### config.mk
export PLATFORM = sky130hd
export DESIGN_NAME = fetch_req_stage
export DESIGN_NICKNAME = d
export VERILOG_FILES = /design/src/cache_pkg.sv /design/src/fetch_pkg.sv /design/src/fetch_req_stage.sv
export SDC_FILE = /design/constraint.sdc
export NUM_CORES = 1
export LEC_CHECK = 0
export BUFFER_PORTS_ARGS = -buffer_cell sky130_fd_sc_hd__buf_4
export CAP_MARGIN = 40
export CELL_PAD_IN_SITES_DETAIL_PLACEMENT = 0
export CELL_PAD_IN_SITES_GLOBAL_PLACEMENT = 1
export CORE_MARGIN = 8
export CORE_UTILIZATION = 32
export DETAILED_ROUTE_END_ITERATION = 10
export PLACE_DENSITY_LB_ADDON = 0.2
export SLEW_MARGIN = 20
export SYNTH_ARGS = -nofsm -noshare
export SYNTH_HDL_FRONTEND = slang
export SYNTH_SLANG_ARGS = --single-unit
### constraint.sdc
create_clock -name clk -period 1.2 [get_ports clk]
set_input_delay 0.06 -clock clk [delete_from_list [all_inputs] [get_ports clk]]
set_output_delay 0.06 -clock clk [all_outputs]
set_load 0.01 [all_outputs]
### src/cache_pkg.sv
`default_nettype none

package cache_pkg;

    localparam int TAG_W    = 20;
    localparam int INDEX_W  = 7;
    localparam int OFFSET_W = 5;
    localparam int BANKS    = 8;
    localparam int SETS     = 128;
    localparam int TAGV_W   = TAG_W + 1;  // valid on top
    localparam int LINE_W   = 256;

    // every mode invalidates both ways of the indexed set
    typedef enum logic [1:0] {
        CACOP_INIT    = 2'd0,
        CACOP_IDX_INV = 2'd1,
        CACOP_HIT_INV = 2'd2
    } cacop_mode_e;

    typedef struct packed {
        logic        en;
        cacop_mode_e mode;
        logic [31:0] addr;
    } cacop_req_t;

    // array view of an address
    typedef struct packed {
        logic [TAG_W-1:0]    tag;
        logic [INDEX_W-1:0]  index;
        logic [OFFSET_W-1:0] offset;
    } cache_addr_t;

    // fetch view for bank select and line base
    typedef struct packed {
        logic [TAG_W+INDEX_W-1:0] line;
        logic [2:0]               word;
        logic [1:0]               byte_off;
    } fetch_addr_t;

    typedef union packed {
        cache_addr_t c;
        fetch_addr_t f;
    } icache_addr_u;

endpackage

`default_nettype wire

### src/fetch_pkg.sv
`default_nettype none

package fetch_pkg;

    // pipeline control from the backend
    typedef struct packed {
        logic [7:0] pause;
        logic       exception_flush;
    } ctrl_t;

    // request presented by the front end
    typedef struct packed {
        logic [31:0] pc;
        logic        valid;
        logic        uncache;
        logic        exc;
        logic [6:0]  ecode;
    } fetch_req_t;

    // response toward the instruction buffer
    typedef struct packed {
        logic        valid;
        logic [31:0] pc;
        logic [31:0] inst;
        logic        exc;
        logic [6:0]  ecode;
    } fetch_resp_t;

    // held request with a kill mark for pipeline flushes
    typedef struct packed {
        logic [31:0] pc;
        logic        valid;
        logic        uncache;
        logic        exc;
        logic [6:0]  ecode;
        logic        killed;
    } req_q_t;

    // flush coming from the backend control vector
    function automatic logic ctrl_flush(input ctrl_t ctrl);
        return ctrl.exception_flush || (ctrl.pause[1] && !ctrl.pause[2]);
    endfunction

endpackage

`default_nettype wire

### src/fetch_req_stage.sv
`timescale 1ns/1ps
`default_nettype none

module fetch_req_stage
    import fetch_pkg::*;
    import cache_pkg::*;
(
    input  logic               clk,
    input  logic               reset,
    input  fetch_req_t         fetch_req_i,
    input  logic               stall_i,
    input  ctrl_t              ctrl_i,
    input  logic               branch_flush_i,
    output req_q_t             req_q_o,
    output logic [INDEX_W-1:0] rd_index_o
);

    req_q_t req_q;
    logic   pipe_flush;
    logic   load;

    assign pipe_flush = ctrl_flush(ctrl_i);
    assign load       = !stall_i && !ctrl_i.pause[0] && !pipe_flush;

    always_ff @(posedge clk) begin
        if (reset || branch_flush_i) begin
            req_q <= '0;
        end else if (pipe_flush) begin
            req_q.killed <= 1'b1;  // drop whatever is in flight
        end else if (load) begin
            req_q <= '{
                pc:      fetch_req_i.pc,
                valid:   fetch_req_i.valid,
                uncache: fetch_req_i.uncache,
                exc:     fetch_req_i.exc,
                ecode:   fetch_req_i.ecode,
                killed:  1'b0
            };
        end
    end

    // arrays read the next pc, or re-read the held one so that
    // their synchronous output keeps matching req_q
    always_comb begin
        if (load) begin
            rd_index_o = fetch_req_i.pc[OFFSET_W +: INDEX_W];
        end else begin
            rd_index_o = req_q.pc[OFFSET_W +: INDEX_W];
        end
    end

    assign req_q_o = req_q;

endmodule

`default_nettype wire

==> flow_summary.ini, run 1 <==
[yosys]
syn_avg_cell_area_um2 = 9.55
seq_area_frac_synth = 0.417
synth_top_family_by_area = compound AO/OA/AOI/OAI gates
synth_compound_area_frac = 0.336
netlist_instances = 216
synth_fp_nets = 271
synth_xor_area_frac = 0
ys_types = 18
syn-cell-area_mm2 = 0.00206
synth-simple-area-share = 0.155
ys_seq_elements = 43
ys_warn_count = 0
muxShareOfSynthArea = 0
synth_adder_area_share = 0

[routing]
route.vias.total = 2098
totalWireLength_um = 7170
route.detailed.drc = 0
dr.pass1.iters = 4
first_iter_violations = 57
via_per_inst = 5.39
routedWlPerCell_um = 18.4
postRouteAntennaNets = 0

[global_routing]
grt_pass1_wl_um = 11100
grt_pass1_vias = 2178
antenna_found_initial = 0
grt_max_degree = 44
grt-ovfl-total = 0
grt_use_total = 0.154

[clocking]
root_buffer = clkbuf_8
cts_tree = built
clk_pin_slew_ps = 80
htree_levels = 2
clock-sinks = 43
clockBufferDepth = 2
numCtsBuffers = 5
clk_latency_ps = 290

[final_layout]
area_delta_synth_final_pct = 54.8
largest_reg_flops = 43
layout_commonest_cell = buf_4
layout_common_cells = buf_4 (107), dfxtp_1 (43), nand4_1 (42)
layout.nets = 366
num_antenna_cells = 0
drive_gt1_frac = 0.439

[placement]
dp_hpwl_um = 4700
port_buffers = 99
place_ws_ps = -117
globalplace.congestion = 0.682

[sta]
fin_ws_ps = 48.4
fin_crit_sh = 0.960
period_minus_slack_ps = 1150
hold_slack_ps = 27.3
rsz0062_at_grt = no
finalSetupViolations = 0
drv_slew = 0
finalHoldViolCount = 0
skew_ps = 0
tightest_slew_ps = 319
slew_headroom = 0.786
fmax_mhz = 868

[floorplanning]
fp.dieArea_mm2 = 0.00927
start_util = 0.329
die_w_um = 96.3
io_pins = 105
coreArea_mm2 = 0.00628
dieHeight_um = 96.3
rows = 29

[power]
power-per-cell-area_mw_per_mm2 = 947
power.leakage_nw = 1.28
max-vdd-ir-drop_mv = 0.599

[setup_path]
required_ps = 1140
crit_arrival_ps = 1090
endpoint_kind = primary output
crit_type = in2out
start_kind = primary input
worstPathMaxFanout = 11
r2r_slack_ps = 490

[hold_path]
hold_path_class = in2reg

[job]
maxCapViolCount = 0

[outcome]
status = complete, no violations
power by group:
group / switching (mW) / internal [mW]
Sequential: 0.0110 / 1.44
Clock: 0.484 / 0.526
Combinational: 0.275 / 0.285
Total: 0.770 / 2.25
layout make-up:
class | count | area [um^2]
clock buffers | 8 | 100
inverters | 1 | 3.75
repair buffers | 120 | 1060
multi-input cells | 140 | 1070
well taps | 77 | 96.3
fillers | 596 | 3080
flip-flops and latches | 43 | 861
routing by layer:
layer | vias up | wire (um) | GRT usage
met5 | - | 0 | 0
met4 | 0 | 58 | 0.0416
met3 | 5 | 594 | 0.0491
met2 | 60 | 3460 | 0.253
met1 | 1000 | 3060 | 0.189
li1 | 1033 | - | -
repair_timing:
action / CTS / global route
gates cloned: 1 / 0
pin swaps: 1 / 0
endpoints found under the setup margin: 7 / 1
resized for setup: 5 / 1
setup buffers: 3 / 0
hold buffers: 2 / 0
endpoints found under the hold margin: 1 / 0
critical path, cell delays in order:
cell and delay (ps):
buf_4 120, or2_4 260, buf_12 160, o31ai_4 220, nand2_1 100, buf_4 150
per-stage QoR:
step / power [mW] / setup TNS, ps / util / cell area, um^2 / cells
after detailed placement: 2.01 / -1110 / 0.473 / 2970 / 375
after floorplan: 1.72 / 0 / - / 2060 / 216
after global placement: 2.00 / -8500 / 0.469 / 2940 / 374
after global routing: 3.16 / 0 / 0.509 / 3190 / 389
after CTS: 3.07 / 0 / 0.507 / 3180 / 389
final: 3.02 / 0 / 0.509 / 3190 / 389
synth_stat cells, drive strengths merged:
cell type / count / area (um^2)
a211oi: 1 / 7.51
nand2b: 1 / 6.26
o31ai: 42 / 370
a21boi: 42 / 315
nand4: 42 / 263
buf: 25 / 159
or2: 1 / 6.26
dfxtp: 43 / 861
clkbuf: 7 / 26.3
nand2: 7 / 26.3
nor2: 2 / 7.51
nor3: 1 / 5.00
clkinv: 1 / 3.75
nor2b: 1 / 6.26
worst paths after layout:
| kind | start | endpoint | cells past startpoint |
|---|---|---|---|
| worst max-delay path | ctrl_i[1] | rd_index_o[6] | 6 |
| worst min-delay path | fetch_req_i[5] | req_q_o[6]$_SDFFE_PP0P_ | 3 |
| worst max register to register | req_q_o[37]$_SDFFE_PP0P_ | req_q_o[37]$_SDFFE_PP0P_ | 2 |
| worst min register to register | req_q_o[23]$_SDFFE_PP0P_ | req_q_o[23]$_SDFFE_PP0P_ | 2 |
cell families after synthesis:
| kind of cell | count (synthesis) |
|---|---|
| flip-flops | 43 |
| AND/OR/NAND/NOR | 55 |
| AO/OA/AOI/OAI | 85 |
| buffers and inverters | 33 |
No activity file was read; power rests on OpenSTA's default activity.
==> run 2, diff against run 1 <==
CAP_MARGIN = 20   (was 40)
CORE_UTILIZATION = 35   (was 32)
GPL_ROUTABILITY_DRIVEN = 1   (was default)
clock period = 1.4 ns   (was 1.2 ns; I/O delays follow)
==> run 2 against run 1 <==
Sequential share of layout area grew 1.7 points. First-iteration DRC count grew 18%. Power decreased by 12%. Final cell count shrank 2.3%. Global-route usage rose by 0.52 points. Wire length decreased by 4.6%. Register-to-register slack gained 210 ps. Largest cell class unchanged. Largest power group unchanged.
==> flow_summary.ini, run 2 (synthesis gave the netlist of run 1 again) <==
[outcome]
status = complete, no violations

[clocking]
cts_tree = built
clockBufferDepth = 2
clk_pin_slew_ps = 90
cts_setup_buffers = 0
clock-sinks = 43
clk_latency_ps = 290
root_buffer = clkbuf_8
htree_levels = 2
numCtsBuffers = 5

[global_routing]
grt_pass1_wl_um = 11100
grt_max_degree = 43
grt_use_total = 0.159
grt-ovfl-total = 0
grt_pass1_vias = 2119
antenna_found_initial = 0

[sta]
slew_headroom = 0.451
fin_ws_ps = 80.1
finalHoldViolCount = 0
fmax_mhz = 758
fin_crit_sh = 0.943
skew_ps = 0
period_minus_slack_ps = 1320
rsz0062_at_grt = no
drv_slew = 0
tightest_slew_ps = 820
finalSetupViolations = 0

[power]
power-per-cell-area_mw_per_mm2 = 890
power.total_mw = 2.67
power.leakage_nw = 1.21
max-vdd-ir-drop_mv = 0.378

[setup_path]
crit_end = rd_index_o[5]
r2r_slack_ps = 700
crit_start = ctrl_i[1]
crit_type = in2out
worstPathMaxFanout = 8
required_ps = 1330
start_kind = primary input
endpoint_kind = primary output
rr_worst_depth = 2
reg2reg_from = req_q_o[0]$_SDFFE_PP0P_
r2r_end = req_q_o[0]$_SDFFE_PP0P_
crit_arrival_ps = 1250

[hold_path]
hold_path_class = in2reg

[floorplanning]
rows = 28
start_util = 0.355
io_pins = 105
fp.dieArea_mm2 = 0.00861
die_w_um = 92.8
coreArea_mm2 = 0.00582
dieHeight_um = 92.8

[final_layout]
layout_common_cells = buf_4 (107), dfxtp_1 (43), nand4_1 (42)
num_antenna_cells = 0
layout_commonest_cell = buf_4
area_delta_synth_final_pct = 45.6
utilization = 0.517
drive_gt1_frac = 0.420
layout.cells.non_filler = 380
largest_reg_flops = 43
layout.nets = 359
n_fill_cell = 573

[routing]
routedWlPerCell_um = 18.0
route.detailed.drc = 0
via_per_inst = 5.55
postRouteAntennaNets = 0
dr.pass1.iters = 4
totalWireLength_um = 6840
first_iter_violations = 67
route.vias.total = 2109

[placement]
dp_hpwl_um = 4430
dp_cells = 369
globalplace.congestion = 0.679
place_ws_ps = -226
port_buffers = 99

[job]
maxCapViolCount = 0
==> run 2: cell count changes in the layout (fill, tap and decap cells not counted), sizes merged <==
cell	change
bufbuf	-1
bufinv	+1
clkinv	+1
clkbuf	-2
buf	-7
nor2b	+1
==> run 2: worst max-delay path, cell delays in order <==
cell	delay [ps]
buf_4	120
or2_2	360
buf_12	170
o31ai_1	260
nand2_1	100
buf_4	160
==> run 2: where the power goes <==
part | switching [mW] | leakage (nW) | internal, mW
sequential | 0.00895 | 0.347 | 1.24
combinational | 0.219 | 0.798 | 0.192
clock | 0.439 | 0.0612 | 0.578
total | 0.667 | 1.21 | 2.01
==> run 2: layer usage <==
| metal | wire (um) | vias to the layer above | part of all wire | GRT usage |
|---|---|---|---|---|
| met1 | 3090 | 988 | 0.45 | 0.204 |
| met2 | 3080 | 89 | 0.45 | 0.243 |
| met5 | 0 | - | 0 | 0 |
| met4 | 99 | 0 | 0.014 | 0.0456 |
| met3 | 573 | 12 | 0.084 | 0.0574 |
| li1 | - | 1020 | - | - |
==> run 2: final cells by class <==
class / count / area (um^2) / share of cell area
clock inverter: 2 / 35.0 / 0.0117
timing repair buffer: 112 / 883 / 0.294
tap: 75 / 93.8 / 0.0312
inverter: 1 / 3.75 / 0.00125
sequential: 43 / 861 / 0.287
clock buffer: 6 / 82.6 / 0.0275
multi-input combinational: 141 / 1040 / 0.348
==> run 2: how the worst min path moves through the flow <==
stage	start	endpoint	slack [ps]	depth (start not counted)
6_report	fetch_req_i[28]	req_q_o[29]$_SDFFE_PP0P_	30	3
5_1_grt	fetch_req_i[25]	req_q_o[26]$_SDFFE_PP0P_	10	3
4_1_cts	fetch_req_i[28]	req_q_o[29]$_SDFFE_PP0P_	20	3
3_5_place_dp	reset	req_q_o[0]$_SDFFE_PP0P_	250	2
3_3_place_gp	reset	req_q_o[0]$_SDFFE_PP0P_	250	2
2_1_floorplan	reset	req_q_o[0]$_SDFFE_PP0P_	150	1
==> run 2: what timing repair did <==
item	CTS	global route
pin swaps	0	0
setup endpoints to repair	3	1
resized for setup	0	1
gates cloned	1	0
endpoints found under the hold margin	1	0
hold buffers	2	0
==> run 2: stage by stage <==
step	hold slack (ps)	TNS [ps]	cell area [um^2]
final	31.5	0	3000
after global routing	14.6	0	3000
after CTS	20.2	0	3000
after detailed placement	251	-2250	2850
after global placement	250	-1830	2850
after floorplan	147	0	2060
