## src/cache_pkg.sv

```systemverilog
`default_nettype none

package cache_pkg;

    localparam int TAG_W    = 20;
    localparam int INDEX_W  = 7;
    localparam int OFFSET_W = 5;
    localparam int BANKS    = 8;
    localparam int SETS     = 128;
    localparam int TAGV_W   = TAG_W + 1;  // valid on top
    localparam int LINE_W   = 256;

    // every mode invalidates both ways of the indexed set
    typedef enum logic [1:0] {
        CACOP_INIT    = 2'd0,
        CACOP_IDX_INV = 2'd1,
        CACOP_HIT_INV = 2'd2
    } cacop_mode_e;

    typedef struct packed {
        logic        en;
        cacop_mode_e mode;
        logic [31:0] addr;
    } cacop_req_t;

    // array view of an address
    typedef struct packed {
        logic [TAG_W-1:0]    tag;
        logic [INDEX_W-1:0]  index;
        logic [OFFSET_W-1:0] offset;
    } cache_addr_t;

    // fetch view for bank select and line base
    typedef struct packed {
        logic [TAG_W+INDEX_W-1:0] line;
        logic [2:0]               word;
        logic [1:0]               byte_off;
    } fetch_addr_t;

    typedef union packed {
        cache_addr_t c;
        fetch_addr_t f;
    } icache_addr_u;

endpackage

`default_nettype wire

```

## src/fetch_pkg.sv

```systemverilog
`default_nettype none

package fetch_pkg;

    // pipeline control from the backend
    typedef struct packed {
        logic [7:0] pause;
        logic       exception_flush;
    } ctrl_t;

    // request presented by the front end
    typedef struct packed {
        logic [31:0] pc;
        logic        valid;
        logic        uncache;
        logic        exc;
        logic [6:0]  ecode;
    } fetch_req_t;

    // response toward the instruction buffer
    typedef struct packed {
        logic        valid;
        logic [31:0] pc;
        logic [31:0] inst;
        logic        exc;
        logic [6:0]  ecode;
    } fetch_resp_t;

    // held request with a kill mark for pipeline flushes
    typedef struct packed {
        logic [31:0] pc;
        logic        valid;
        logic        uncache;
        logic        exc;
        logic [6:0]  ecode;
        logic        killed;
    } req_q_t;

    // flush coming from the backend control vector
    function automatic logic ctrl_flush(input ctrl_t ctrl);
        return ctrl.exception_flush || (ctrl.pause[1] && !ctrl.pause[2]);
    endfunction

endpackage

`default_nettype wire

```

## src/icache_refill_ctrl.sv

```systemverilog
`timescale 1ns/1ps
`default_nettype none

module icache_refill_ctrl
    import fetch_pkg::*;
    import cache_pkg::*;
(
    input  logic        clk,
    input  logic        reset,
    input  req_q_t      req_q_i,
    input  logic        miss_i,
    input  logic        flush_i,
    input  logic        ret_valid_i,
    input  logic        uc_rvalid_i,
    output logic        rd_req_o,
    output logic [31:0] rd_addr_o,
    output logic        uc_ren_o,
    output logic [31:0] uc_addr_o,
    output logic        ret_ok_o,
    output logic        uc_ok_o,
    output logic        busy_o
);

    icache_addr_u req_addr;
    logic         uc_need;
    logic         out_rd;   // line request seen by memory
    logic         out_uc;
    logic         ignore;   // next return belongs to a flushed request
    logic         done;     // held request was answered last cycle

    assign req_addr = req_q_i.pc;
    assign uc_need  = req_q_i.valid && !req_q_i.killed && req_q_i.uncache;

    assign ret_ok_o = ret_valid_i && !ignore;
    assign uc_ok_o  = uc_rvalid_i && !ignore;

    assign rd_req_o  = miss_i && !ignore && !done && !flush_i && !ret_ok_o;
    assign rd_addr_o = {req_addr.f.line, {OFFSET_W{1'b0}}};
    assign uc_ren_o  = uc_need && !ignore && !done && !flush_i && !uc_ok_o;
    assign uc_addr_o = req_q_i.pc;

    assign busy_o = (miss_i || uc_need) && !done;

    always_ff @(posedge clk) begin
        if (reset) begin
            out_rd <= 1'b0;
            out_uc <= 1'b0;
            ignore <= 1'b0;
            done   <= 1'b0;
        end else begin
            if (ret_valid_i) begin
                out_rd <= 1'b0;
            end else if (rd_req_o) begin
                out_rd <= 1'b1;
            end
            if (uc_rvalid_i) begin
                out_uc <= 1'b0;
            end else if (uc_ren_o) begin
                out_uc <= 1'b1;
            end
            // a return in the flush cycle itself is already gone
            if (flush_i && (out_rd || out_uc) && !ret_valid_i && !uc_rvalid_i) begin
                ignore <= 1'b1;
            end else if (ret_valid_i || uc_rvalid_i) begin
                ignore <= 1'b0;
            end
            done <= ret_ok_o || uc_ok_o;
        end
    end

endmodule

`default_nettype wire

```

## config.mk

```make
export PLATFORM = sky130hd
export DESIGN_NAME = icache_refill_ctrl
export DESIGN_NICKNAME = d
export VERILOG_FILES = /design/src/cache_pkg.sv /design/src/fetch_pkg.sv /design/src/icache_refill_ctrl.sv
export SDC_FILE = /design/constraint.sdc
export NUM_CORES = 1
export LEC_CHECK = 0
export ABC_AREA = 1
export BUFFER_PORTS_ARGS = -buffer_cell sky130_fd_sc_hd__buf_2
export CAP_MARGIN = 10
export CORE_MARGIN = 2
export CORE_UTILIZATION = 29
export CTS_CLUSTER_SIZE = 30
export DETAILED_ROUTE_END_ITERATION = 7
export PLACE_DENSITY = 0.85
export REMOVE_ABC_BUFFERS = 1
export SETUP_SLACK_MARGIN = 0.05
export SYNTH_ARGS = -nofsm -noshare
export SYNTH_HDL_FRONTEND = slang
export SYNTH_SLANG_ARGS = --single-unit
export TNS_END_PERCENT = 100
```

## constraint.sdc

```tcl
create_clock -name clk -period 1.5 [get_ports clk]
set_clock_uncertainty 0.2 [all_clocks]
set_input_delay 0.225 -clock clk [delete_from_list [all_inputs] [get_ports clk]]
set_output_delay 0.225 -clock clk [all_outputs]
set_load 0.01 [all_outputs]
```

==> flow_summary.yaml, run 1 <==
outcome:
  run_status: "completed"
clocking:
  cts_max_level: 1
  clockRootBuffer: "clkbuf_4"
  clkTransAtPathRegs_ps: 30
  numCtsBuffers: 3
  clock-sinks: 4
  cts_tree: "built"
  clock_latency_ps: 230
  clock_path_buffers: 2
worst_setup_path:
  crit_required_ps: 1070
  setup.worst_path.end_class: "output pin"
  path_max_fanout: 4
  arrival_ps: 1010
  crit_type: "reg2out"
  start_kind: "flop"
floorplan:
  start_util_pct: 31.0
  core_area_um2: 2250
  rows: 17
  fp.dieArea_um2: 2820
  ios: 118
  die_x_um: 53.1
  die_y_um: 53.1
cells_and_area:
  syn_to_final_growth_pct: -42.3
  stdcell_area_um2: 403
  nets: 107
  layout-drive-gt1-share_pct: 46.4
  postLayoutCoreUtil_pct: 17.9
  diodes: 0
yosys:
  yosys-top-cells-count: "64 x buf_4, 8 x inv_1, 6 x nor2_1"
  yosysTopAreaCell: "buf_4"
  async_reset_ff_share_pct: 0
  synthFlopType: "dfxtp_1"
  synth-edff-count: 0
  yosysMostFrequentCell: "buf_4"
  syn_area_per_cell_um2: 7.12
  ys_types: 12
  syn_area_um2: 698
  yosys.area.top_type_share_pct: 68.8
  synth_area_leaders: "buf_4 69%, dfxtp_1 11%, inv_1 4.3%"
  synthCells: 98
  ys_warn_count: 0
  yosysSeqAreaShare_pct: 11.5
  synth_seq_cells: 4
global_routing:
  grt_pass1_vias: 391
  grt_pass1_wl_mm: 3.64
  overflow: 0
  grt_max_degree: 5
  antenna_found_initial: 0
  grt_usage_pct: 23.0
placed_design:
  hpwl_mm: 3.01
  place_area_um2: 333
  gp_congestion: 0.794
  post-place-ws_ps: 225
  port_buffers: 13
sta:
  period_needed_ps: 1430
  fin_hold_ws_ps: 87.7
  hold_viol_final: 0
  rsz0062_at_grt: "true"
  period_share_pct: 95.6
  max_freq_ghz: 0.697
  setup_viol_count_final: 0
  fin_ws_ps: 65.6
  drv_slew: 0
pwr:
  p_leak_nw: 0.205
  power_density_nw_per_um2: 742
  ir_worst_vdd_v: 0.000355
  p_total_w: 0.000299
routing:
  dr.pass1.iters: 3
  wl_per_cell_um: 38.1
  drc: 0
  vias: 369
  drtAntennaViolNets: 0
  vias_per_cell: 4.39
  wl_mm: 3.20
  drtIter0Drc: 3
min_path:
  hp-class: "in2reg"
run:
  max_cap_violations: 0
[worst max-delay path, stage by stage (launching register included)]
cell	delay, ps
dfxtp_4	350
nor2_4	110
nand2_4	80
nor3_2	90
buf_2	160
[routing by layer]
layer,GRT usage (%),vias to the layer above,wire (µm)
li1,-,138,-
met3,21.8,10,683
met1,15.4,143,717
met2,38.8,78,1600
met5,0,-,0
met4,15.8,0,199
[cell families (layout without fill, tap and decap cells)]
kind of cell           Yosys count  after routing  synth area share, %
AND/OR/NAND/NOR                 20             20                 14.2
buffers and inverters           72             26                 73.1
flip-flops                       4              4                 11.5
AO/OA/AOI/OAI                    1              1                0.716
other                            1              5                0.537
[through the flow]
stage / TNS, ps / instances
floorplan: 0 / 38
CTS: 0 / 84
detailed placement: 0 / 79
finish: 0 / 84
global route: -11.5 / 84
global placement: 0 / 79
[cell usage in the layout, fill, tap and decap left out, drive strengths merged]
cell,netlist,routed
buf,64,14
nor2,10,10
inv,8,8
conb,1,5
nand2,5,5
dfxtp,4,4
clkbuf,0,3
nor3,3,3
nand3,2,2
a21oi,1,1
dlygate4sd3,0,1
[registers in the layout, summed over array words and instances, names as in the netlist]
| signal | count |
|---|---|
| done | 1 |
| ignore | 1 |
| out_rd | 1 |
| out_uc | 1 |
[timing repair]
item,4_1_cts,5_1_grt
pin swaps,2,0
setup buffers,1,0
resized for setup,7,1
setup endpoints to repair,2,2
hold endpoints to repair,1,0
hold buffers,1,0
[layout make-up]
class	count	area [µm²]
Tap cell	28	35.0
Fill cell	280	1850
Inverter	8	30.0
Sequential cell	4	83.8
Timing Repair Buffer	15	88.8
Multi-Input combinational cell	26	143
Clock buffer	3	22.5
[worst paths after layout]
kind / start / endpoint / slack, ps / depth (start not counted)
max: ignore$_SDFFE_PP0P_ / uc_ren_o / 70 / 4
min reg2reg: out_uc$_SDFFE_PP0P_ / out_uc$_SDFFE_PP0P_ / 270 / 2
min: uc_rvalid_i / out_uc$_SDFFE_PP0P_ / 90 / 4
max reg2reg: ignore$_SDFFE_PP0P_ / out_rd$_SDFFE_PP0P_ / 480 / 5
[report_power, final]
part           internal (W)  switching, W
clock network     0.0000891     0.0000384
registers          0.000108    0.00000165
logic             0.0000262     0.0000355
Power figures use the tool's default switching activity.
==> run 2, diff against run 1 <==
--- a/config.mk
+++ b/config.mk
@@ -6,9 +6,9 @@
 export NUM_CORES = 1
 export LEC_CHECK = 0
 export ABC_AREA = 1
-export BUFFER_PORTS_ARGS = -buffer_cell sky130_fd_sc_hd__buf_2
+export BUFFER_PORTS_ARGS = -buffer_cell sky130_fd_sc_hd__clkbuf_2
 export CAP_MARGIN = 10
-export CORE_MARGIN = 2
+export CORE_MARGIN = 3
 export CORE_UTILIZATION = 29
 export CTS_CLUSTER_SIZE = 30
 export DETAILED_ROUTE_END_ITERATION = 7
==> run 2 against run 1 <==
Non-clock buffer count is 2 higher. Sequential cell count stayed put. Sequential share of layout area is 0.75 points lower. Setup slack worse by 32 ps. Register-to-register slack worse by 160 ps. Design area is 3.7% higher. Hold slack better by 8.8 ps. Utilization is 0.67 points higher. Clock-buffer cell count stayed put. Global-route usage is 1.6 points lower. Via count is 8.7% higher.
==> flow_summary.yaml, run 2 (synthesis results as in run 1) <==
floorplan:
  start_util_pct: 31.0
  rows: 17
  core_area_um2: 2250
  ios: 118
  fp.dieArea_um2: 3030
  die_y_um: 55.1
  die_x_um: 55.1
worst_setup_path:
  r2r-start: "ignore$_SDFFE_PP0P_"
  crit_type: "reg2out"
  path_max_fanout: 4
  cp-startpoint: "ignore$_SDFFE_PP0P_"
  arrival_ps: 1040
  setup.worst_path.end_class: "output pin"
  crit_required_ps: 1070
  start_kind: "flop"
global_routing:
  grt_pass1_vias: 400
  grt_pass1_wl_mm: 3.68
  overflow: 0
  grt_max_degree: 5
  grt_usage_pct: 21.4
  antenna_found_initial: 0
min_path:
  hp-class: "in2reg"
  min_from: "uc_rvalid_i"
routing:
  drtAntennaViolNets: 0
  drc: 0
  dr.pass1.iters: 2
  drtIter0Drc: 2
  vias: 401
  wl_mm: 3.32
  vias_per_cell: 4.66
  wl_per_cell_um: 38.6
cells_and_area:
  postLayoutCoreUtil_pct: 18.5
  diodes: 0
  multiInputGateArea_um2: 143
  n_fill_cell: 278
  nets: 109
  mostFrequentLayoutCell: "clkbuf_2"
  stdcell_area_um2: 418
  layout.area.seq_um2: 83.8
  layout_common_cells: "10 x clkbuf_2, 8 x inv_1, 6 x nor2_1"
  syn_to_final_growth_pct: -40.1
  layout-drive-gt1-share_pct: 48.3
sta:
  drv_slew: 0
  hold_viol_final: 0
  period_needed_ps: 1470
  fin_tns_setup_ps: 0
  max_freq_ghz: 0.682
  setup_viol_count_final: 0
  rsz0062_at_grt: "true"
  period_share_pct: 97.8
clocking:
  cts_tree: "built"
  numCtsBuffers: 3
  clkTransAtPathRegs_ps: 40
  cts_max_level: 1
  clock_latency_ps: 230
  clock_path_buffers: 2
  clock-sinks: 4
  clockRootBuffer: "clkbuf_4"
placed_design:
  place_area_um2: 333
  port_buffers: 13
  hpwl_mm: 3.02
  gp_congestion: 0.723
pwr:
  power_density_nw_per_um2: 739
  ir_worst_vdd_v: 0.000280
  p_leak_nw: 0.217
run:
  max_cap_violations: 0
outcome:
  run_status: "completed"
==> run 2: cell count changes in the layout (fill, tap and decap cells not counted), sizes merged <==
cell / previous run / this run
clkbuf: 3 / 13
buf: 14 / 6
==> run 2: path summary, 6_finish.rpt <==
kind	endpoint	slack [ps]	cells past startpoint
worst max-delay path	ret_ok_o	30	5
worst min-delay path	out_uc$_SDFFE_PP0P_	100	4
worst max register to register	out_rd$_SDFFE_PP0P_	320	7
worst min register to register	out_uc$_SDFFE_PP0P_	280	2
==> run 2: per-layer routing <==
metal  wire length, µm  up-vias  GRT usage (%)
li1                  -      142              -
met1               720      169           15.0
met2              1750       83           38.8
met3               761        7           21.2
met4                93        0           6.48
met5                 0        -              0
==> run 2: where the power goes <==
| group | internal (W) | switching [W] |
|---|---|---|
| logic | 0.0000287 | 0.0000384 |
| clock network | 0.0000894 | 0.0000430 |
| registers | 0.000108 | 0.00000147 |
==> run 2: repair_timing <==
item / in CTS / in global routing
resized for setup: 4 / 7
hold endpoints to repair: 1 / 0
endpoints found under the setup margin: 2 / 3
buffers inserted: 2 / 1
hold buffers: 1 / 0
pin swaps: 5 / 4
==> run 2: through the flow <==
step                      total power [W]  hold slack [ps]  setup slack (ps)  std cells
after floorplan                  0.000143             97.4               274         38
after global placement           0.000164              207               220         79
after detailed placement         0.000164              217               207         79
after CTS                        0.000310             71.3              24.7         85
after global routing             0.000329              127             -13.0         86
final                            0.000309             96.5              33.5         86
==> run 2: worst max-delay path, stage by stage, from the launching register on <==
cell and delay [ps]:
dfxtp_4 350, inv_1 70, nand2_2 60, buf_4 130
inv_1 60, buf_2 130
==> run 2: layout make-up <==
type / count / share of cell area, %
Timing Repair Buffer: 17 / 24.9
Multi-Input combinational cell: 26 / 34.1
Sequential cell: 4 / 20.1
Tap cell: 28 / 8.38
Inverter: 8 / 7.19
Clock buffer: 3 / 5.39
==> run 3, diff against run 2 <==
--- a/config.mk
+++ b/config.mk
@@ -12,6 +12,7 @@
 export CORE_UTILIZATION = 29
 export CTS_CLUSTER_SIZE = 30
 export DETAILED_ROUTE_END_ITERATION = 7
+export HOLD_SLACK_MARGIN = 0.12
 export PLACE_DENSITY = 0.85
 export REMOVE_ABC_BUFFERS = 1
 export SETUP_SLACK_MARGIN = 0.05
==> run 3 against run 2 <==
Via count is 8.2% higher. Sequential share of layout area is 1.8 points lower. Non-clock buffer count is 3 higher. Sequential cell count stayed put. Combinational power is 13% higher. Maximum frequency is 0.79% lower. First-iteration DRC count is 50% lower. Utilization is 1.8 points higher. Clock power hardly changed. Hold slack better by 150 ps. Routed wire length is 4.1% higher.
==> flow_summary.yaml, run 3 (synthesis results as in run 1) <==
global_routing:
  overflow: 0
  grt_pass1_wl_mm: 3.77
  antenna_found_initial: 0
  grt_max_degree: 5
  grt_usage_pct: 21.9
  grt_pass1_vias: 413
sta:
  period_share_pct: 98.5
  setup_viol_count_final: 0
  drv_slew: 0
  hold_viol_final: 0
  rsz0062_at_grt: "true"
  period_needed_ps: 1480
  fin_hold_ws_ps: 250
  max_freq_ghz: 0.676
routing:
  wl_per_cell_um: 38.9
  drc: 0
  dr.pass1.iters: 2
  drtIter0Drc: 1
  vias: 434
  drtAntennaViolNets: 0
  wl_mm: 3.46
  vias_per_cell: 4.88
pwr:
  power_density_nw_per_um2: 695
  clock_power_share_pct: 41.9
  switching_share_pct: 27.6
  seqPwrFrac_pct: 34.3
  p_comb_share_pct: 23.8
  p_int_w: 0.000231
  p_leak_nw: 0.236
  ir_worst_vdd_v: 0.000285
  p_sw_w: 0.0000880
placed_design:
  port_buffers: 13
  hpwl_mm: 3.02
  gp_congestion: 0.723
  place_area_um2: 333
  dp_cells: 79
clocking:
  clkTransAtPathRegs_ps: 40
  numCtsBuffers: 3
  cts_max_level: 1
  clock_latency_ps: 240
  clockRootBuffer: "clkbuf_4"
  cts_tree: "built"
  clock_path_buffers: 2
  clock-sinks: 4
cells_and_area:
  syn_to_final_growth_pct: -34.2
  layout-drive-gt1-share_pct: 47.5
  nets: 112
  diodes: 0
  layout_common_cells: "10 x clkbuf_2, 8 x inv_1, 6 x nor2_1"
  stdcell_count: 89
  stdcell_area_um2: 459
  mostFrequentLayoutCell: "clkbuf_2"
run:
  max_cap_violations: 0
min_path:
  holdPathStages: 0
  hp-class: "in2out"
floorplan:
  start_util_pct: 31.0
  rows: 17
  ios: 118
  die_x_um: 55.1
  fp.dieArea_um2: 3030
  core_area_um2: 2250
  die_y_um: 55.1
worst_setup_path:
  crit_required_ps: 1070
  reg2regPathDepth: 3
  path_max_fanout: 4
  arrival_ps: 1050
  crit_type: "reg2out"
  start_kind: "flop"
  setup.worst_path.end_class: "output pin"
outcome:
  run_status: "completed"
-- run 3: per-stage QoR --
| step | TNS, ps | worst slack (ps) | utilization (%) | power, W |
|---|---|---|---|---|
| floorplan | 0 | 274 | - | 0.000143 |
| global placement | 0 | 220 | 14.8 | 0.000164 |
| detailed placement | 0 | 207 | 14.8 | 0.000164 |
| CTS | 0 | 33.5 | 18.7 | 0.000316 |
| global route | -32.7 | -16.4 | 20.4 | 0.000338 |
| finish | 0 | 21.8 | 20.4 | 0.000319 |
-- run 3: power by group through the flow --
stage	Combinational [W]	Sequential, W	Clock, W
2_1_floorplan	0.0000302	0.000112	0
3_3_place_gp	0.0000510	0.000113	0
3_5_place_dp	0.0000514	0.000113	0
4_1_cts	0.0000653	0.000111	0.000140
5_1_grt	0.0000833	0.000110	0.000145
6_report	0.0000759	0.000110	0.000134
-- run 3: timing repair --
item,4_1_cts,5_1_grt
gates resized for setup,4,9
hold buffers,4,0
cloned,0,0
buffers inserted,2,1
pin swaps,5,3
endpoints found under the setup margin,2,4
endpoints found under the hold margin,4,0
-- run 3: path summary, 6_finish.rpt --
kind / end / slack, ps / startpoint
worst min register to register: out_uc$_SDFFE_PP0P_ / 290 / out_uc$_SDFFE_PP0P_
worst min-delay path: uc_addr_o[16] / 250 / req_q_i[27]
worst max register to register: ignore$_SDFFE_PP0P_ / 70 / ignore$_SDFFE_PP0P_
worst max-delay path: ret_ok_o / 20 / ignore$_SDFFE_PP0P_
-- run 3: routing by layer --
metal	share of wire [%]	GRT usage (%)	up-vias
li1	-	-	149
met1	22	15.2	189
met2	52	39.0	87
met3	22	21.2	9
met4	4.2	8.91	0
met5	0	0	-
-- run 3: final cells by class --
cell class | count | area, µm²
multi-input combinational | 26 | 154
sequential | 4 | 83.8
clock buffer | 3 | 22.5
inverter | 8 | 30.0
timing repair buffer | 20 | 134
tap | 28 | 35.0
fill | 268 | 1800
-- run 3: critical path: stages, from the launching register on --
cell and delay, ps:
dfxtp_4 350, inv_1 70, nand2_2 70, buf_4 140
inv_1 60, buf_2 130
