<file path="config.mk">
export PLATFORM = sky130hd
export DESIGN_NAME = fetch_out_stage
export DESIGN_NICKNAME = d
export VERILOG_FILES = /design/src/fetch_pkg.sv /design/src/fetch_out_stage.sv
export SDC_FILE = /design/constraint.sdc
export NUM_CORES = 1
export LEC_CHECK = 0
export ABC_AREA = 1
export BUFFER_PORTS_ARGS = -buffer_cell sky130_fd_sc_hd__buf_2
export CAP_MARGIN = 15
export CORE_MARGIN = 1.5
export CORE_UTILIZATION = 41
export DETAILED_ROUTE_END_ITERATION = 10
export PLACE_DENSITY = 0.79
export SETUP_SLACK_MARGIN = 0.02
export SYNTH_ARGS = -nofsm -noshare
export SYNTH_HDL_FRONTEND = slang
export SYNTH_SLANG_ARGS = --single-unit
</file>
<file path="constraint.sdc">
create_clock -name clk -period 0.8 [get_ports clk]
set_input_delay 0.04 -clock clk [delete_from_list [all_inputs] [get_ports clk]]
set_output_delay 0.04 -clock clk [all_outputs]
set_load 0.1 [all_outputs]
</file>
<file path="src/fetch_pkg.sv">
`default_nettype none

package fetch_pkg;

    // pipeline control from the backend
    typedef struct packed {
        logic [7:0] pause;
        logic       exception_flush;
    } ctrl_t;

    // request presented by the front end
    typedef struct packed {
        logic [31:0] pc;
        logic        valid;
        logic        uncache;
        logic        exc;
        logic [6:0]  ecode;
    } fetch_req_t;

    // response toward the instruction buffer
    typedef struct packed {
        logic        valid;
        logic [31:0] pc;
        logic [31:0] inst;
        logic        exc;
        logic [6:0]  ecode;
    } fetch_resp_t;

    // held request with a kill mark for pipeline flushes
    typedef struct packed {
        logic [31:0] pc;
        logic        valid;
        logic        uncache;
        logic        exc;
        logic [6:0]  ecode;
        logic        killed;
    } req_q_t;

    // flush coming from the backend control vector
    function automatic logic ctrl_flush(input ctrl_t ctrl);
        return ctrl.exception_flush || (ctrl.pause[1] && !ctrl.pause[2]);
    endfunction

endpackage

`default_nettype wire

</file>
<file path="src/fetch_out_stage.sv">
`timescale 1ns/1ps
`default_nettype none

module fetch_out_stage
    import fetch_pkg::*;
(
    input  logic        clk,
    input  logic        reset,
    input  logic        flush_i,
    input  logic        branch_flush_i,
    input  req_q_t      req_q_i,
    input  logic        inst_ok_i,
    input  logic [31:0] inst_i,
    output fetch_resp_t fetch_o
);

    fetch_resp_t resp_q;

    always_ff @(posedge clk) begin
        if (reset || flush_i || branch_flush_i) begin
            resp_q <= '0;
        end else begin
            resp_q.valid <= inst_ok_i;
            resp_q.pc    <= req_q_i.pc;
            resp_q.inst  <= inst_i;
            resp_q.exc   <= req_q_i.exc;   // front-end exception rides along
            resp_q.ecode <= req_q_i.ecode;
        end
    end

    assign fetch_o = resp_q;

endmodule

`default_nettype wire

</file>
==> results of run 1 <==
==> logic make-up after synthesis <==
logic type / Yosys count / synth area share
flops: 73 / 0.640
simple gates: 75 / 0.204
buf+inv: 81 / 0.156
==> metrics by stage <==
stage / setup WS, ns / utilization / cells / cell area, um^2 / hold WS, ns
2_1_floorplan: 0.134 / - / 229 / 2380 / 0.145
3_3_place_gp: 0.0807 / 0.818 / 444 / 4290 / 0.254
3_5_place_dp: 0.0447 / 0.818 / 444 / 4290 / 0.254
==> cell usage after synthesis (all sizes together) <==
library cell | instances | area [um^2]
nand2 | 1 | 11.3
inv | 74 | 278
dfxtp | 73 | 1460
buf | 7 | 78.8
nor2 | 74 | 455
==> results.sh, run 1 <==
export IMPL_die_h_um=77.7
export IMPL_rows=26
export IMPL_error="[ERROR DPL-0033] detailed placement checks failed during check placement."
export IMPL_clockRootBuffer="clkbuf_8"
export IMPL_cts_repair_resized=0
export IMPL_ys_ff_latch=73
export IMPL_synth_distinct_cells=6
export IMPL_cts_sinks=73
export IMPL_status="aborted with a tool error"
export IMPL_numCtsBuffers=9
export IMPL_cts_setup_buffers=0
export IMPL_stop_stage="clock tree synthesis (4_1_cts)"
export IMPL_gp_congestion=0.758
export IMPL_die_w_um=77.7
export IMPL_htree_levels=3
export IMPL_io_pins=153
export IMPL_synth_avg_cell_area_um2=9.98
export IMPL_hold_buffers=73
export IMPL_ys_seq_area_frac=0.640
export IMPL_synth_nets=309
export IMPL_io_buffers=149
export IMPL_syn_area_um2=2280
export IMPL_cts_buffer_depth=2
export IMPL_dp_hpwl_um=4750
export IMPL_syn_inst=229
export IMPL_ys_warn_count=0
export IMPL_start_util=0.436
==> inputs of run 2 (changes only) <==
Settings changed: CORE_UTILIZATION 41 to 30, PLACE_DENSITY 0.79 to not set, PLACE_DENSITY_LB_ADDON set to 0.15, SETUP_SLACK_MARGIN 0.02 to not set.
==> run 2 against run 1 <==
The flow now finishes, with violations (setup timing). Synthesized cell count is the same. Synthesized area is the same.
==> results.sh, run 2 <==
export IMPL_status="finished with violations"
export IMPL_failed_checks="setup timing"
export IMPL_grt_util_met3=0.0513
export IMPL_synth_common_cells="inv_1, dfxtp_1, nor2_2, buf_6, nor2_1"
export IMPL_powerDensity_nw_per_um2=1610
export IMPL_cts_sinks=73
export IMPL_postSynth_asyncResetShare=0
export IMPL_routed_wl_um=6440
export IMPL_rsz0062_at_grt="true"
export IMPL_final_common_cell="buf_2"
export IMPL_seqPwrFrac=0.456
export IMPL_met2_usage=0.318
export IMPL_setup_ws_ns=-0.105
export IMPL_synth_top_area_share=0.640
export IMPL_critPathTopFamily="flip-flops"
export IMPL_syn_area_um2=2280
export IMPL_grt_pass1_wl_um=10700
export IMPL_start_util=0.313
export IMPL_vias=2100
export IMPL_leakage_nw=2.51
export IMPL_dp_slack_ns=0.0317
export IMPL_synth_nets=309
export IMPL_busiest_layer="met2"
export IMPL_p_sw_frac=0.281
export IMPL_clockRootBuffer="clkbuf_8"
export IMPL_syn_inst=229
export IMPL_slowest_delay_ns=0.36
export IMPL_p_comb_frac=0.220
export IMPL_crit_chain="buf_12"
export IMPL_cp_end_kind="output pin"
export IMPL_cp_arrival_ns=0.87
export IMPL_power_switching_mw=2.36
export IMPL_core_um2=7290
export IMPL_track_usage=0.169
export IMPL_synth_avg_cell_area_um2=9.98
export IMPL_layout_nets=538
export IMPL_avgViaCountPerCell=3.75
export IMPL_yosys_area_top_type="dfxtp_1"
export IMPL_cts_buffer_depth=2
export IMPL_n_antenna_cell=0
export IMPL_ys_ff_latch=73
export IMPL_drv_cap=0
export IMPL_final_hold_viol_count=0
export IMPL_synth_most_common_cell="inv_1"
export IMPL_synth_edff_count=0
export IMPL_critPathBufInv=1
export IMPL_clk_pin_slew_ns=0.08
export IMPL_worstMarginPinSlew_ns=0.243
export IMPL_hold_class="in -> reg"
export IMPL_drc=0
export IMPL_area_delta_synth_final_pct=129
export IMPL_grt_max_degree=37
export IMPL_period_share=1.13
export IMPL_drive_gt1_frac=0.675
export IMPL_final_area_um2=5220
export IMPL_drv_slew=0
export IMPL_ant_nets=0
export IMPL_ys_warn_count=0
export IMPL_grt_use_met1=0.168
export IMPL_setup_violations=73
export IMPL_htree_levels=3
export IMPL_post_route_min_period_ns=0.905
export IMPL_synth_area_top_cells="dfxtp_1, nor2_2, inv_1, buf_6, nand2_4"
export IMPL_cp_start_kind="flop"
export IMPL_crit_type="reg -> out"
export IMPL_drt_iter0_markers=28
export IMPL_clock_fmax_ghz=1.10
export IMPL_placed_area_um2=4310
export IMPL_numCtsBuffers=9
export IMPL_final_cell_mix="buf_2, buf_12, inv_1"
export IMPL_antenna_found_initial=0
export IMPL_synth_flop_cell="dfxtp_1"
export IMPL_grt_pass1_vias=2273
export IMPL_path_max_fanout=1
export IMPL_cts_tree="done"
export IMPL_clkPwrFrac=0.324
export IMPL_largest_register_ffs=73
export IMPL_grt_overflow=0
export IMPL_io_buffers=149
export IMPL_rows=31
export IMPL_die_h_um=90.3
export IMPL_peakVddDrop_uv=1290
export IMPL_synth_distinct_cells=6
export IMPL_critPathRequiredTime_ns=0.76
export IMPL_slew_headroom=0.838
export IMPL_io_pins=153
export IMPL_cts_repair_resized=0
export IMPL_cts_setup_buffers=0
export IMPL_dp_hpwl_um=3890
export IMPL_p_int_mw=6.03
export IMPL_dieArea_um2=8150
export IMPL_ys_seq_area_frac=0.640
export IMPL_dr_pass1_iters=4
export IMPL_slowest_stage="dfxtp_2"
export IMPL_wl_per_cell_um=11.5
export IMPL_gp_congestion=0.716
export IMPL_die_w_um=90.3
[run 2: final timing paths]
path | start | end | depth (start not counted)
setup / recovery | fetch_o[50] | fetch_o[50] | 1
hold / removal | flush_i | fetch_o[0] | 5
[run 2: cell type report]
type,count,area [um^2]
Inverter,74,278
Fill cell,513,2070
Clock inverter,4,45.0
Clock buffer,10,138
Timing Repair Buffer,225,2620
Tap cell,99,124
Sequential cell,73,1550
Multi-Input combinational cell,75,467
[run 2: metal layers]
layer,up-vias,part of all wire
li1,1066,-
met1,933,0.37
met2,93,0.55
met3,8,0.065
met4,0,0.018
met5,-,0
[run 2: through the flow]
| step | hold WS (ns) | total power [mW] | setup TNS, ns | util | instances |
|---|---|---|---|---|---|
| after floorplan | 0.145 | 4.81 | 0 | - | 229 |
| after CTS | 0.185 | 8.50 | -7.36 | 0.716 | 560 |
| final | 0.213 | 8.40 | -5.63 | 0.716 | 560 |
| after detailed placement | 0.255 | 5.47 | 0 | 0.591 | 473 |
| after global routing | 0.213 | 8.72 | -8.20 | 0.716 | 560 |
| after global placement | 0.251 | 5.45 | 0 | 0.591 | 473 |
[run 2: power by group through the flow]
| stage | combinational, mW | sequential, mW | clock, mW |
|---|---|---|---|
| after detailed placement | 1.55 | 3.91 | 0 |
| after CTS | 1.84 | 3.83 | 2.83 |
| after global routing | 1.94 | 3.84 | 2.95 |
| after floorplan | 0.233 | 4.58 | 0 |
| final | 1.85 | 3.83 | 2.72 |
| after global placement | 1.54 | 3.91 | 0 |
[run 2: cell families after synthesis]
group / count (synthesis) / share of synthesized area
flops: 73 / 0.640
buf+inv: 81 / 0.156
simple gates: 75 / 0.204
[run 2: timing repair]
item | in CTS | in global routing
hold buffers | 73 | 0
setup endpoints to repair | 73 | 73
endpoints found under the hold margin | 73 | 0
(Power assumes the default switching activity.)
==> inputs of run 3 (changes only) <==
Clock period 0.8 ns to 1 ns, I/O delays scaled along.
==> run 3 against run 2 <==
The flow now finishes without violations. Power down 24%. Non-clock buffer count down 1. Sequential share of layout area down 0.99 points.
==> results.sh, run 3 (synthesis results as in run 2) <==
export IMPL_p_int_mw=4.49
export IMPL_slowest_delay_ns=0.38
export IMPL_hold_class="in -> reg"
export IMPL_status="finished clean"
export IMPL_final_hold_viol_count=0
export IMPL_fillers=554
export IMPL_hold_start="flush_i"
export IMPL_cp_end_kind="output pin"
export IMPL_core_um2=7290
export IMPL_drv_cap=0
export IMPL_path_max_fanout=1
export IMPL_critPathTopFamily="flip-flops"
export IMPL_htree_levels=3
export IMPL_drive_gt1_frac=0.517
export IMPL_cts_sinks=73
export IMPL_min_path_cells=4
export IMPL_cp_start_kind="flop"
export IMPL_drv_slew=0
export IMPL_worstMarginPinSlew_ns=0.252
export IMPL_powerDensity_nw_per_um2=1250
export IMPL_slowest_stage="dfxtp_1"
export IMPL_gp_congestion=0.690
export IMPL_wl_per_cell_um=11.2
export IMPL_io_buffers=149
export IMPL_dp_slack_ns=0.153
export IMPL_drt_iter0_markers=21
export IMPL_crit_type="reg -> out"
export IMPL_seqPwrFrac=0.478
export IMPL_final_common_cell="buf_2"
export IMPL_tns_ns=0
export IMPL_dpl_cell_count=472
export IMPL_cts_buffer_depth=2
export IMPL_cp_startpoint="fetch_o[38]"
export IMPL_grt_pass1_vias=2216
export IMPL_p_comb_frac=0.230
export IMPL_vias=2081
export IMPL_p_sw_frac=0.296
export IMPL_critPathRequiredTime_ns=0.95
export IMPL_die_h_um=90.3
export IMPL_dp_hpwl_um=3820
export IMPL_io_pins=153
export IMPL_drc=0
export IMPL_area_delta_synth_final_pct=123
export IMPL_antenna_found_initial=0
export IMPL_grt_pass1_wl_um=10400
export IMPL_cts_tree="done"
export IMPL_start_util=0.313
export IMPL_peakVddDrop_uv=860
export IMPL_track_usage=0.167
export IMPL_clkPwrFrac=0.292
export IMPL_clockRootBuffer="clkbuf_8"
export IMPL_ant_nets=0
export IMPL_grt_max_degree=37
export IMPL_cp_arrival_ns=0.90
export IMPL_rsz0062_at_grt="false"
export IMPL_largest_register_ffs=73
export IMPL_slew_headroom=0.832
export IMPL_setup_violations=0
export IMPL_critPathBufInv=1
export IMPL_grt_overflow=0
export IMPL_crit_chain="buf_12"
export IMPL_post_route_min_period_ns=0.953
export IMPL_power_switching_mw=1.89
export IMPL_rows=31
export IMPL_fin_cells=559
export IMPL_fin_util=0.699
export IMPL_numCtsBuffers=9
export IMPL_dieArea_um2=8150
export IMPL_layout_nets=537
export IMPL_setup_ws_ns=0.0475
export IMPL_routed_wl_um=6270
export IMPL_leakage_nw=2.45
export IMPL_period_share=0.953
export IMPL_holdPathEnd="fetch_o[22]"
export IMPL_die_w_um=90.3
export IMPL_n_antenna_cell=0
export IMPL_avgViaCountPerCell=3.72
export IMPL_final_cell_mix="buf_2, buf_12, inv_1"
export IMPL_clock_fmax_ghz=1.05
export IMPL_dr_pass1_iters=2
export IMPL_clk_pin_slew_ns=0.07
==> run 3: area by class of cell <==
class                      instances  area (um^2)  area share
timing repair buffer             224         2610       0.513
sequential                        73         1460       0.287
multi-input combinational         75          467      0.0916
inverter                          74          278      0.0545
clock buffer                      10          128      0.0250
tap                               99          124      0.0243
clock inverter                     4         22.5     0.00442
==> run 3: worst max-delay path by stage <==
stage                     depth (start not counted)           to  slack, ns
after floorplan                                   0   fetch_o[0]       0.04
after global placement                            5  fetch_o[54]       0.18
after detailed placement                          5  fetch_o[52]       0.15
after CTS                                         1  fetch_o[60]       0.02
after global routing                              1  fetch_o[38]      0.004
final                                             1  fetch_o[38]       0.05
==> run 3: power by group through the flow <==
stage               sequential [mW]  combinational [mW]  clock (mW)
CTS                            3.05                1.46        1.96
floorplan                      3.64               0.186           0
detailed placement             3.12                1.24           0
global route                   3.05                1.54        2.06
global placement               3.11                1.23           0
finish                         3.05                1.47        1.86
==> run 3: repair_timing <==
action / CTS / global route
resized for setup: 0 / 2
hold buffers: 73 / 0
endpoints found under the hold margin: 73 / 0
setup endpoints to repair: 0 / 2
buffers inserted: 0 / 0
==> run 3: metal layers <==
layer / vias to the layer above / share of wire / GRT usage
met2: 98 / 0.52 / 0.302
li1: 1066 / - / -
met1: 905 / 0.36 / 0.154
met3: 12 / 0.10 / 0.0875
met4: 0 / 0.017 / 0.0767
met5: - / 0 / 0
==> run 3: through the flow <==
step           cell area (um^2)  hold WS [ns]  total power [mW]
2_1_floorplan              2280         0.162              3.83
3_3_place_gp               4210         0.263              4.34
3_5_place_dp               4210         0.273              4.36
4_1_cts                    5090        0.0425              6.47
5_1_grt                    5090        0.0551              6.65
6_report                   5090        0.0617              6.38
==> inputs of run 4 (changes only) <==
Settings changed: ABC_AREA 1 to not set.
==> run 4 against run 3 <==
Sequential power barely moved. Flip-flop and latch count did not move. Final area rose by 12%. Worst setup slack improved by 0.0094 ns. Final cell count fell by 7.0%. Fmax rose by 1.0%. Core utilization fell by 8.2 points. Largest cell class unchanged. Largest power group unchanged.
==> results.sh, run 4 <==
export IMPL_path_max_fanout=1
export IMPL_yosys_area_top_type="dfxtp_1"
export IMPL_powerDensity_nw_per_um2=1280
export IMPL_fillers=694
export IMPL_layout_nets=467
export IMPL_ys_warn_count=0
export IMPL_synth_edff_count=0
export IMPL_post_route_min_period_ns=0.943
export IMPL_htree_levels=3
export IMPL_tns_ns=0
export IMPL_clk_pin_slew_ns=0.08
export IMPL_hold_class="in -> reg"
export IMPL_dp_hpwl_um=4690
export IMPL_synth_common_cells="dfxtp_1, nor4b_2, buf_6, nor4b_4, nor4b_1"
export IMPL_final_cell_mix="buf_12, dlygate4sd3_1, buf_2"
export IMPL_status="finished clean"
export IMPL_synth_distinct_cells=6
export IMPL_peakVddDrop_uv=908
export IMPL_cp_start_kind="flop"
export IMPL_slowest_stage="dfxtp_1"
export IMPL_die_h_um=101
export IMPL_holdWs_ns=0.148
export IMPL_slew_headroom=0.767
export IMPL_drc=0
export IMPL_total_power_mw=7.27
export IMPL_ys_ff_latch=73
export IMPL_rsz0062_at_grt="false"
export IMPL_avgViaCountPerCell=4.27
export IMPL_track_usage=0.155
export IMPL_synth_top_area_share=0.510
export IMPL_multiInputGateArea_um2=1140
export IMPL_io_pins=153
export IMPL_cts_sinks=73
export IMPL_dieArea_um2=10100
export IMPL_synth_most_common_cell="dfxtp_1"
export IMPL_slowest_delay_ns=0.37
export IMPL_dpl_cell_count=432
export IMPL_cp_startpoint="fetch_o[48]"
export IMPL_core_um2=9240
export IMPL_largest_register_ffs=73
export IMPL_start_util=0.310
export IMPL_cts_tree="done"
export IMPL_postSynth_asyncResetShare=0
export IMPL_dr_pass1_iters=4
export IMPL_leakage_nw=2.18
export IMPL_final_common_cell="buf_12"
export IMPL_syn_inst=170
export IMPL_cp_end_kind="output pin"
export IMPL_critPathTopFamily="flip-flops"
export IMPL_numCtsBuffers=9
export IMPL_fin_cells=520
export IMPL_crit_chain="buf_12"
export IMPL_vias=2219
export IMPL_io_buffers=149
export IMPL_die_w_um=101
export IMPL_cp_num_cells=1
export IMPL_final_hold_viol_count=0
export IMPL_critPathBufInv=1
export IMPL_wl_per_cell_um=14.4
export IMPL_grt_max_degree=42
export IMPL_worstMarginPinSlew_ns=0.349
export IMPL_gp_congestion=0.703
export IMPL_n_antenna_cell=0
export IMPL_rows=35
export IMPL_cp_arrival_ns=0.89
export IMPL_clock_fmax_ghz=1.06
export IMPL_grt_overflow=0
export IMPL_drive_gt1_frac=0.624
export IMPL_syn_area_um2=2860
export IMPL_critPathRequiredTime_ns=0.95
export IMPL_ant_nets=0
export IMPL_cts_buffer_depth=2
export IMPL_drt_iter0_markers=18
export IMPL_synth_avg_cell_area_um2=16.8
export IMPL_register_area_um2=1460
export IMPL_synth_nets=250
export IMPL_crit_type="reg -> out"
export IMPL_clockRootBuffer="clkbuf_8"
export IMPL_drv_slew=0
export IMPL_drv_cap=0
export IMPL_grt_pass1_wl_um=12000
export IMPL_grt_pass1_vias=2362
export IMPL_ys_seq_area_frac=0.510
export IMPL_antenna_found_initial=0
export IMPL_endpoint="fetch_o[48]"
export IMPL_period_share=0.943
export IMPL_area_delta_synth_final_pct=98.9
export IMPL_setup_violations=0
export IMPL_synth_area_top_cells="dfxtp_1, nor4b_2, buf_6, nor4b_4, nor4b_1"
export IMPL_synth_flop_cell="dfxtp_1"
export IMPL_routed_wl_um=7500
-- run 4: cell types whose count changed after synthesis --
cell,previous run,this run
buf_2,0,1
nand2_4,1,0
nor4b_1,0,3
nor4b_4,0,7
nor2_1,3,0
buf_6,7,23
nor4b_2,0,63
nor2_2,71,0
inv_1,74,0
-- run 4: timing repair --
action	CTS	global route
endpoints found under the setup margin	0	2
setup buffers	0	0
hold buffers	73	0
hold endpoints to repair	73	0
gates resized for setup	0	2
-- run 4: kinds of logic after synthesis --
kind of cell           after synthesis  synth area share
and+or+nand+nor                     73             0.398
DFF                                 73             0.510
buffers and inverters               24            0.0922
-- run 4: power by group --
| part | switching (mW) | internal, mW |
|---|---|---|
| registers | 0.0616 | 2.99 |
| logic | 0.936 | 0.765 |
| clock network | 1.06 | 1.45 |
| total | 2.06 | 5.21 |
-- run 4: how the worst min path moves through the flow --
stage          cells past startpoint       start     endpoint
2_1_floorplan                      1   inst_i[5]  fetch_o[13]
3_3_place_gp                       2  inst_i[30]  fetch_o[38]
3_5_place_dp                       2  req_q_i[4]   fetch_o[3]
4_1_cts                            2       reset  fetch_o[38]
5_1_grt                            2       reset  fetch_o[38]
6_report                           2       reset  fetch_o[38]
-- run 4: metal layers --
layer  GRT usage  share of wire  vias up
met4      0.0585          0.011        0
met5           0              0        -
met3      0.0596          0.074        9
met2       0.273           0.54       79
met1       0.167           0.38     1062
li1            -              -     1069
-- run 4: cell type report --
cell class / count / share of cell area
repair buffers: 230 / 0.477
clock inverters: 5 / 0.0141
multi-input cells: 73 / 0.200
flip-flops and latches: 73 / 0.257
clock buffers: 10 / 0.0242
well taps: 129 / 0.0283
-- run 4: through the flow --
| stage | instance area [um^2] | util | setup slack [ns] |
|---|---|---|---|
| after floorplan | 2860 | - | 0.0410 |
| after global placement | 4750 | 0.514 | 0.145 |
| after detailed placement | 4750 | 0.514 | 0.129 |
| after CTS | 5690 | 0.616 | 0.0222 |
| after global routing | 5700 | 0.617 | 0.00714 |
| final | 5700 | 0.617 | 0.0569 |
